==> src/hdl/llink_pkg.sv <==
////////////////////
// Logic-link definitions for the AXI-MM master concatenator
// Channel payload widths, payload structs and channel ids
////////////////////

package llink_pkg;

  // Payload bits per logic link
  localparam int AR_WIDTH = 47;
  localparam int AW_WIDTH = 47;
  localparam int W_WIDTH  = 39;
  localparam int R_WIDTH  = 37;
  localparam int B_WIDTH  = 4;

  // Request channels sharing the transmit lane
  localparam int NUM_TX_CH = 3;

  // One transmit channel entry.
  // Data is sized for the widest channel, narrower payloads are zero-extended
  typedef struct packed {
    logic [AR_WIDTH-1:0] data;
    logic                push;
  } tx_llink_t;

  // Receive side outputs for the r and b links
  typedef struct packed {
    logic [R_WIDTH-1:0] r_data;
    logic               r_push;
    logic               r_push_ovrd;
    logic [B_WIDTH-1:0] b_data;
    logic               b_push;
    logic               b_push_ovrd;
  } rx_llink_t;

  // Encoded id carried in the transmit word
  typedef enum logic [1:0] {
    TX_CH_AR = 2'd0,
    TX_CH_AW = 2'd1,
    TX_CH_W  = 2'd2
  } tx_ch_e;

  // Encoded id carried in the receive word
  typedef enum logic {
    RX_CH_B = 1'b0,
    RX_CH_R = 1'b1
  } rx_ch_e;

endpackage

==> src/hdl/phy_pkg.sv <==
////////////////////
// PHY word layout
// Word and slot widths, field positions of id, slot, credits and marker
////////////////////

package phy_pkg;

  localparam int PHY_WIDTH  = 80;
  localparam int SLOT_WIDTH = 75;

  ////////////////////
  // Transmit word

  // Two-bit channel id at the bottom, then the slot
  localparam int TX_ID_LSB   = 0;
  localparam int TX_SLOT_LSB = 2;

  // Credit returns and marker in the top bits
  localparam int TX_R_CREDIT_BIT = 77;
  localparam int TX_MARKER_BIT   = 78;
  localparam int TX_B_CREDIT_BIT = 79;

  ////////////////////
  // Receive word

  // One-bit channel id, slot directly above
  localparam int RX_ID_BIT   = 0;
  localparam int RX_SLOT_LSB = 1;

  // Credits for the request channels
  localparam int RX_AR_CREDIT_BIT = 76;
  localparam int RX_AW_CREDIT_BIT = 77;
  localparam int RX_W_CREDIT_BIT  = 78;

  // Raw PHY word
  typedef logic [PHY_WIDTH-1:0] phy_word_t;

endpackage

==> src/hdl/axi_mm_master_concat.sv <==
////////////////////
// AXI-MM master logic-link concatenator
// Packs ar/aw/w onto the transmit PHY word and unpacks r/b
// and credits from the receive PHY word
////////////////////

module axi_mm_master_concat
  import llink_pkg::*;
  import phy_pkg::*;
#(
  // Boundary flops on the PHY words
  parameter bit TX_REG_PHY = 1'b1,
  parameter bit RX_REG_PHY = 1'b1
) (
  input  logic                 clk_rd,
  input  logic                 rst_rd_n,

  // Transmit logic links
  input  tx_llink_t            tx_ar,
  input  tx_llink_t            tx_aw,
  input  tx_llink_t            tx_w,
  output logic [NUM_TX_CH-1:0] tx_pop_ovrd,

  // Credits returned for r and b, plus marker
  input  logic                 tx_r_credit,
  input  logic                 tx_b_credit,
  input  logic                 tx_marker,

  // PHY side
  output phy_word_t            tx_phy,
  input  phy_word_t            rx_phy,

  // Receive logic links
  output rx_llink_t            rx_llink,
  output logic                 rx_ar_credit,
  output logic                 rx_aw_credit,
  output logic                 rx_w_credit
);

  ////////////////////
  // Transmit

  tx_packetizer #(
    .REG_PHY (TX_REG_PHY)
  ) u_tx_packetizer (
    .clk_rd      (clk_rd),
    .rst_rd_n    (rst_rd_n),
    .tx_ar       (tx_ar),
    .tx_aw       (tx_aw),
    .tx_w        (tx_w),
    .tx_r_credit (tx_r_credit),
    .tx_b_credit (tx_b_credit),
    .tx_marker   (tx_marker),
    .tx_pop_ovrd (tx_pop_ovrd),
    .tx_phy      (tx_phy)
  );

  ////////////////////
  // Receive

  rx_depacketizer #(
    .REG_PHY (RX_REG_PHY)
  ) u_rx_depacketizer (
    .clk_rd       (clk_rd),
    .rst_rd_n     (rst_rd_n),
    .rx_phy       (rx_phy),
    .rx_llink     (rx_llink),
    .rx_ar_credit (rx_ar_credit),
    .rx_aw_credit (rx_aw_credit),
    .rx_w_credit  (rx_w_credit)
  );

endmodule

==> src/hdl/llink_rr_arbiter.sv <==
////////////////////
// Round-robin arbiter
// Grants the first request at or after a registered priority pointer
////////////////////

module llink_rr_arbiter #(
  parameter int  NUM_REQ  = 3,
  localparam int ID_WIDTH = (NUM_REQ > 1) ? $clog2(NUM_REQ) : 1
) (
  input  logic                clk_rd,
  input  logic                rst_rd_n,
  input  logic [NUM_REQ-1:0]  request,
  output logic [ID_WIDTH-1:0] grant_id,
  output logic                grant_valid
);

  // Index of the highest priority requester
  logic [ID_WIDTH-1:0] ptr;

  // Scan from the pointer upwards, wrapping at NUM_REQ
  always_comb
  begin
    int idx;
    idx         = 0;
    grant_valid = 1'b0;
    grant_id    = '0;
    for (int i = 0; i < NUM_REQ; i++)
    begin
      idx = int'(ptr) + i;
      if (idx >= NUM_REQ)
      begin
        idx = idx - NUM_REQ;
      end
      if (!grant_valid && request[idx])
      begin
        grant_valid = 1'b1;
        grant_id    = ID_WIDTH'(idx);
      end
    end
  end

  // Granted requester drops to lowest priority
  always_ff @(posedge clk_rd or negedge rst_rd_n)
  begin
    if (!rst_rd_n)
    begin
      ptr <= '0;
    end
    else if (grant_valid)
    begin
      if (grant_id == ID_WIDTH'(NUM_REQ - 1))
      begin
        ptr <= '0;
      end
      else
      begin
        ptr <= grant_id + 1'b1;
      end
    end
  end

endmodule

==> src/hdl/rx_depacketizer.sv <==
////////////////////
// Receive depacketizer
// Splits the PHY word into r/b data, push bits, overrides and credits
////////////////////

module rx_depacketizer
  import llink_pkg::*;
  import phy_pkg::*;
#(
  parameter bit REG_PHY = 1'b1
) (
  input  logic      clk_rd,
  input  logic      rst_rd_n,
  input  phy_word_t rx_phy,
  output rx_llink_t rx_llink,
  output logic      rx_ar_credit,
  output logic      rx_aw_credit,
  output logic      rx_w_credit
);

  phy_word_t rx_word;
  rx_ch_e    rx_id;

  // Boundary flop from the PHY
  if (REG_PHY)
  begin : g_rx_reg
    phy_word_t rx_phy_q;

    always_ff @(posedge clk_rd or negedge rst_rd_n)
    begin
      if (!rst_rd_n)
      begin
        rx_phy_q <= '0;
      end
      else
      begin
        rx_phy_q <= rx_phy;
      end
    end

    assign rx_word = rx_phy_q;
  end
  else
  begin : g_rx_comb
    assign rx_word = rx_phy;
  end

  ////////////////////
  // Decode

  assign rx_id = rx_ch_e'(rx_word[RX_ID_BIT]);

  // Data follows the slot whatever the id
  assign rx_llink.r_data = rx_word[RX_SLOT_LSB +: R_WIDTH];
  assign rx_llink.b_data = rx_word[RX_SLOT_LSB +: B_WIDTH];

  // Override low marks the link that owns this word
  assign rx_llink.r_push_ovrd = (rx_id != RX_CH_R);
  assign rx_llink.b_push_ovrd = (rx_id != RX_CH_B);

  // Push bit sits just above each payload
  assign rx_llink.r_push = (rx_id == RX_CH_R) && rx_word[RX_SLOT_LSB + R_WIDTH];
  assign rx_llink.b_push = (rx_id == RX_CH_B) && rx_word[RX_SLOT_LSB + B_WIDTH];

  // Credits for the request channels
  assign rx_ar_credit = rx_word[RX_AR_CREDIT_BIT];
  assign rx_aw_credit = rx_word[RX_AW_CREDIT_BIT];
  assign rx_w_credit  = rx_word[RX_W_CREDIT_BIT];

endmodule

==> src/hdl/tx_packetizer.sv <==
////////////////////
// Transmit packetizer
// Arbitrates ar, aw and w onto one PHY word with credits and marker,
// returns per-channel pop overrides
////////////////////

module tx_packetizer
  import llink_pkg::*;
  import phy_pkg::*;
#(
  parameter bit REG_PHY = 1'b1
) (
  input  logic                 clk_rd,
  input  logic                 rst_rd_n,
  input  tx_llink_t            tx_ar,
  input  tx_llink_t            tx_aw,
  input  tx_llink_t            tx_w,
  input  logic                 tx_r_credit,
  input  logic                 tx_b_credit,
  input  logic                 tx_marker,
  output logic [NUM_TX_CH-1:0] tx_pop_ovrd,
  output phy_word_t            tx_phy
);

  localparam int ID_WIDTH = $bits(tx_ch_e);

  logic [NUM_TX_CH-1:0]  request;
  logic [ID_WIDTH-1:0]   grant_id;
  logic                  grant_valid;
  tx_ch_e                tx_id;
  logic [SLOT_WIDTH-1:0] slot_ar;
  logic [SLOT_WIDTH-1:0] slot_aw;
  logic [SLOT_WIDTH-1:0] slot_w;
  logic [SLOT_WIDTH-1:0] tx_slot;
  phy_word_t             tx_phy_pre;

  // Payload at bit 0, push bit right above it, spare bits zero.
  // Data bits past the channel width are masked off
  function automatic logic [SLOT_WIDTH-1:0] build_slot(input tx_llink_t ch, input int width);
    logic [SLOT_WIDTH-1:0] slot;
    slot = '0;
    for (int i = 0; i < AR_WIDTH; i++)
    begin
      if (i < width)
      begin
        slot[i] = ch.data[i];
      end
    end
    slot[width] = ch.push;
    return slot;
  endfunction

  ////////////////////
  // Arbitration

  // Push bit is the request
  assign request = {tx_w.push, tx_aw.push, tx_ar.push};

  llink_rr_arbiter #(
    .NUM_REQ (NUM_TX_CH)
  ) u_llink_rr_arbiter (
    .clk_rd      (clk_rd),
    .rst_rd_n    (rst_rd_n),
    .request     (request),
    .grant_id    (grant_id),
    .grant_valid (grant_valid)
  );

  // Idle lane sends an empty ar slot
  assign tx_id = grant_valid ? tx_ch_e'(grant_id) : TX_CH_AR;

  // Only the channel on the lane may pop
  always_comb
  begin
    for (int i = 0; i < NUM_TX_CH; i++)
    begin
      tx_pop_ovrd[i] = (int'(tx_id) != i);
    end
  end

  ////////////////////
  // Slot build and select

  assign slot_ar = build_slot(tx_ar, AR_WIDTH);
  assign slot_aw = build_slot(tx_aw, AW_WIDTH);
  assign slot_w  = build_slot(tx_w, W_WIDTH);

  always_comb
  begin
    case (tx_id)
      TX_CH_AR: tx_slot = slot_ar;
      TX_CH_AW: tx_slot = slot_aw;
      TX_CH_W:  tx_slot = slot_w;
      default:  tx_slot = '0;
    endcase
  end

  ////////////////////
  // PHY word

  always_comb
  begin
    tx_phy_pre                                = '0;
    tx_phy_pre[TX_ID_LSB +: ID_WIDTH]         = tx_id;
    tx_phy_pre[TX_SLOT_LSB +: SLOT_WIDTH]     = tx_slot;
    tx_phy_pre[TX_R_CREDIT_BIT]               = tx_r_credit;
    tx_phy_pre[TX_MARKER_BIT]                 = tx_marker;
    tx_phy_pre[TX_B_CREDIT_BIT]               = tx_b_credit;
  end

  // Boundary flop toward the PHY
  if (REG_PHY)
  begin : g_tx_reg
    phy_word_t tx_phy_q;

    always_ff @(posedge clk_rd or negedge rst_rd_n)
    begin
      if (!rst_rd_n)
      begin
        tx_phy_q <= '0;
      end
      else
      begin
        tx_phy_q <= tx_phy_pre;
      end
    end

    assign tx_phy = tx_phy_q;
  end
  else
  begin : g_tx_comb
    assign tx_phy = tx_phy_pre;
  end

endmodule

==> config.mk <==
export PLATFORM = sky130hd
export DESIGN_NAME = axi_mm_master_concat
export DESIGN_NICKNAME = d
export VERILOG_FILES = /design/src/hdl/llink_pkg.sv /design/src/hdl/phy_pkg.sv /design/src/hdl/axi_mm_master_concat.sv /design/src/hdl/llink_rr_arbiter.sv /design/src/hdl/rx_depacketizer.sv /design/src/hdl/tx_packetizer.sv
export SDC_FILE = /design/constraint.sdc
export NUM_CORES = 1
export LEC_CHECK = 0
export ABC_AREA = 1
export BUFFER_PORTS_ARGS = -buffer_cell sky130_fd_sc_hd__buf_2
export CORE_AREA = 5 5 138 140
export DETAILED_ROUTE_END_ITERATION = 8
export DIE_AREA = 0 0 143 145
export SYNTH_ARGS = -nofsm -noshare
export SYNTH_HDL_FRONTEND = slang
export SYNTH_SLANG_ARGS = --single-unit
==> constraint.sdc <==
create_clock -name clk_rd -period 1.9 [get_ports clk_rd]
set_input_delay 0.19 -clock clk_rd [delete_from_list [all_inputs] [get_ports clk_rd]]
set_output_delay 0.19 -clock clk_rd [all_outputs]
set_load 0.1 [all_outputs]
# Word level (Yosys, flattened, before mapping)
# Index checks and enable logic that the tools add are counted.
# Widths: inputs -> output; s select.
[classes]
n_reduce_logical = 8
bitwise = 1
order_cmp = 6
muxes = 21
eq_ne = 5
add_sub_neg = 6
[op_table]
columns = ["operator", "count"]
rows = [
  ["$pmux 48 s3", 1],
  ["$lt 32x4->1 const B", 3],
  ["$mux 32", 3],
  ["$mux 2", 5],
  ["$mux 1", 9],
  ["$sub 3x2->4 const B", 2],
  ["$bmux 1 s2", 3],
  ["$ge 3x2->1 const B", 2],
  ["$eq 2x2->1 const B", 2],
  ["$logic_and 1x1->1", 4],
  ["$ne 2x2->1 const B", 2],
  ["$add 2x1->3 const B", 1],
  ["$add 2x2->3 const B", 1],
  ["$sub 2x2->3 const B", 1],
  ["$add 2x1->2 const B", 1],
  ["$eq 2x1->1 const B", 1],
  ["$ge 2x2->1 const B", 1],
  ["$logic_not 1->1", 2],
  ["$logic_not 2->1", 1],
  ["$reduce_bool 2->1", 1],
  ["$not 1->1", 1],
]
[totals]
output_inout_bits = 131
regBits = 161

# Depth between registers and ports, before layout
[depth]
depth_word = 15
ltp_mapped = 14

# By module
# Synthesis repeated with hierarchy kept, for this count alone.
[hier_totals]
hier_cells = 459
area_unflattened_um2 = 4765.8
[by_module_without_submodules]
columns = ["mod", "instances", "area_each_um2", "seq_area_each_um2", "cells_each"]
rows = [
  ["tx_packetizer", 1, 3046.7, 1326.3, 312],
  ["rx_depacketizer", 1, 1385.1, 1051.0, 89],
  ["llink_rr_arbiter", 1, 334.1, 50.0, 58],
]

# Worst setup path after synthesis
# Ideal clock, no wire load.
[synth_timing]
path_kind = "register to register"
start = "reg u_tx_packetizer.u_llink_rr_arbiter.ptr[0]"
end = "reg u_tx_packetizer.u_llink_rr_arbiter.ptr[0]"
required_time_ns = 1.801
t_arrival_ns = 2.398
stages_incl_launch_ff = 14
setup_time_ns = 0.099
n_path_buf = 2
path_slack_ns = -0.597
synth_period_minus_slack_ns = 2.497
path_cell_list = "dfrtp_1 inv_1 ha_1 buf_4 inv_2 nand2_1 nand3_1 nand2_1 nand3_1 nor2_1 nor2_4 buf_4 nand2_1 a21oi_1"
[synth_via]
elab_chain_len = 14
word_cells_on_any_way = 33
[synth_lines]
columns = ["item", "line_no", "rtl"]
rows = [
  ["start: declaration", "llink_rr_arbiter.sv:18", "logic [ID_WIDTH-1:0] ptr;"],
  ["start signal: assignment", "llink_rr_arbiter.sv:57", "ptr <= grant_id + 1'b1;"],
  ["parallel branches: the longest is 14 deep, another holds $sub 3x2->4", "n/a", ""],
]
# Several ways; the timed one is not identified. The select of a mux whose other input is x is not followed.
# A chain may end at the register's enable or synchronous reset.

# Final worst setup path
[layout_timing]
start = "reg u_tx_packetizer.u_llink_rr_arbiter.ptr[1]"
end = "out tx_pop_ovrd[0]"
[layout_via]
elab_chain_len = 14
word_cells_on_any_way = 32
[layout_lines]
columns = ["item", "line_no", "rtl"]
rows = [
  ["parallel branches: the longest is 12 deep, another holds $sub 3x2->4", "n/a", ""],
  ["$mux 2 (*)", "tx_packetizer.sv:70", "assign tx_id = grant_valid ? tx_ch_e'(grant_id) : TX_CH_AR;"],
  ["$reduce_bool 2->1 (*)", "tx_packetizer.sv:77", "tx_pop_ovrd[i] = (int'(tx_id) != i);"],
  ["end: declaration", "axi_mm_master_concat.sv:22", "output logic [NUM_TX_CH-1:0] tx_pop_ovrd,"],
]
# Every way passes the cells marked *. The select of a mux whose other input is x is not followed.

==> impl_metrics.tcl <==
set metrics [dict create \
    status "finished with violations" \
    violations "negative setup slack" \
    grt_usage 0.145 \
    setup_violations 49 \
    cts_tree "built" \
    finalCritPeriodShare 1.18 \
    grt_pass1_vias 4577 \
    criticalPathCategory "reg -> out" \
    relSlewSlack 0.657 \
    cts.sinks 97 \
    synth_area_mm2 0.00461 \
    hold_violations 0 \
    clk_path_buf_depth 2 \
    hold_ws_ns 0.0529 \
    worst_ep_required_time_ns 1.71 \
    placeableCoreArea_mm2 0.0177 \
    drt-wirelength-per-cell_um 14.0 \
    worst_pin_slew_ns 0.517 \
    utilization 0.416 \
    leakage_nw 4.23 \
    cts_buffers 9 \
    drtIter0Drc 137 \
    initial_core_util 0.260 \
    antenna_left 0 \
    most-common-layout-cells "282 x buf_2, 96 x dfrtp_1, 85 x inv_1, 79 x nor2_1, 69 x nand2_1" \
    htree_levels 3 \
    switching_power_mw 9.48 \
    io_pins 360 \
    wl_mm 15.5 \
    layout-drive-gt1-share 0.445 \
    seq_power_share 0.174 \
    synth_seq_cells 97 \
    grt_first_pass_wirelength_mm 23.7 \
    path_clk_slew_ns 0.08 \
    dp_hpwl_mm 11.9 \
    synth_edf_count 0 \
    grt_max_degree 60 \
    ys.flop_type "dfrtp_1" \
    globalplace.congestion 0.822 \
    crit_path_start_kind "register" \
    ys_types 19 \
    comb_power_share 0.718 \
    die_w_um 143 \
    crit_path_max_fanout 7 \
    ys_seq_area_frac 0.526 \
    syn_avg_cell_area_um2 8.40 \
    synth_cells 549 \
    arrival_ns 2.04 \
    antenna_found_initial 3 \
    async_reset_ff_frac 1.00 \
    drc_errors 0 \
    num_vias 4441 \
    min_period_ns 2.23 \
    viasPerCell 3.99 \
    layout_commonest_cell "buf_2" \
    die_h_um 145 \
    internal_power_mw 7.17 \
    finalMaxSlewViolations 0 \
    fin_worst_skew_ns 0.00946 \
    layout_setup_ws_ns -0.334 \
    firstDrtPassIters 4 \
    cts_root_buf "clkbuf_16" \
    grt_setup_unrepaired "true" \
    power.share.switching 0.569 \
    grt_overflow 0 \
    port_buffers 286 \
    end_kind "output port" \
    hp-class "in -> reg" \
    ys_warn_count 0 \
    clockPowerShare 0.109 \
    area_growth_pct 60.0 \
    p_per_area_mw_per_mm2 2260 \
    die_area_mm2 0.0207 \
    drv_cap 0 \
    clk_latency_ns 0.34 \
    placementRows 49 \
    nets 1109 \
    max_freq_mhz 448 \
    vdd_ir_drop_max_v 0.00105 \
]
flip-flops by register name, indices dropped and copies added (netlist names):
signal,cells
u_tx_packetizer.tx_phy,53
u_rx_depacketizer.g_rx_reg.rx_phy_q,42
u_tx_packetizer.u_llink_rr_arbiter.ptr,2
critical path, stage by stage, from the launching register on:
cell and delay, ns:
dfrtp_2 0.44, ha_4 0.35, inv_4 0.05, nand2_2 0.06, nand3_2 0.09, nand2_4 0.11
nand3_2 0.09, nor2_4 0.11, nor2_4 0.05, buf_12 0.13, nand2_8 0.05, buf_12 0.16
metrics by stage:
stage | power [mW] | setup TNS [ns] | area [um2] | setup slack (ns) | instances
after detailed placement | 13.6 | -6.57 | 6210 | -0.255 | 1033
after global placement | 13.5 | -5.51 | 6210 | -0.242 | 1033
after CTS | 16.6 | -5.45 | 7310 | -0.324 | 1110
after global routing | 17.6 | -13.39 | 7380 | -0.474 | 1112
final | 16.6 | -6.01 | 7380 | -0.334 | 1112
after floorplan | 10.9 | -0.0407 | 4750 | -0.0254 | 575
power by group through the flow:
stage,Combinational [mW],Sequential (mW),Clock [mW]
floorplan,4.01,6.91,0
global placement,10.6,2.91,0
detailed placement,10.6,2.93,0
CTS,11.8,2.90,1.88
global route,12.7,2.95,1.96
finish,11.9,2.89,1.81
cell families (layout without fill, tap and decap cells):
kind of cell	Yosys count	after routing	synth area share
AOI/OAI and AO/OA	45	45	0.0505
and+or+nand+nor	217	217	0.196
adders and majority gates	4	4	0.0109
DFF	97	97	0.526
buffers and inverters	185	491	0.215
other	1	29	0.000813
synthesized netlist by cell type (4+ instances only):
cell / count / area share
a21oi_1: 41 / 0.044
buf_2: 13 / 0.014
buf_4: 75 / 0.12
clkbuf_1: 4 / 0.0033
dfrtp_1: 97 / 0.53
ha_1: 4 / 0.011
inv_1: 89 / 0.072
inv_2: 4 / 0.0033
nand2_1: 75 / 0.061
nand3_1: 55 / 0.060
nor2_1: 82 / 0.067
final timing paths:
path	from	end	slack [ns]	depth (start not counted)
setup / recovery	u_tx_packetizer.u_llink_rr_arbiter.ptr[1]	tx_pop_ovrd[0]	-0.33	11
hold / removal	tx_aw[46]	u_tx_packetizer.tx_phy[47]	0.05	3
setup reg to reg	u_tx_packetizer.u_llink_rr_arbiter.ptr[1]	u_tx_packetizer.tx_phy[31]	-0.20	13
hold reg to reg	u_tx_packetizer.u_llink_rr_arbiter.ptr[1]	u_tx_packetizer.u_llink_rr_arbiter.ptr[1]	0.66	3
max in group asynchronous	rst_rd_n	u_tx_packetizer.u_llink_rr_arbiter.ptr[1]	1.02	3
min in group asynchronous	rst_rd_n	u_rx_depacketizer.g_rx_reg.rx_phy_q[76]	0.24	2
layout make-up:
type	instances	area (um2)
Fill cell	1771	10300
Timing Repair Buffer	382	2540
Sequential cell	97	2430
Multi-Input combinational cell	293	1470
Inverter	93	352
Tap cell	229	287
Clock buffer	10	239
Clock inverter	6	57.6
Antenna cell	2	5.00
layer usage:
| layer | GRT usage | wire length (um) |
|---|---|---|
| met3 | 0.0385 | 1450 |
| met5 | 0 | 0 |
| met2 | 0.260 | 7900 |
| met4 | 0.0509 | 370 |
| met1 | 0.164 | 5820 |
repair_timing:
item	4_1_cts	5_1_grt
pin swaps	11	10
endpoints found under the setup margin	51	51
cloned	3	0
hold buffers	46	0
buffers inserted	13	0
endpoints found under the hold margin	113	0
gates resized for setup	44	16
Power figures use the tool's default switching activity.
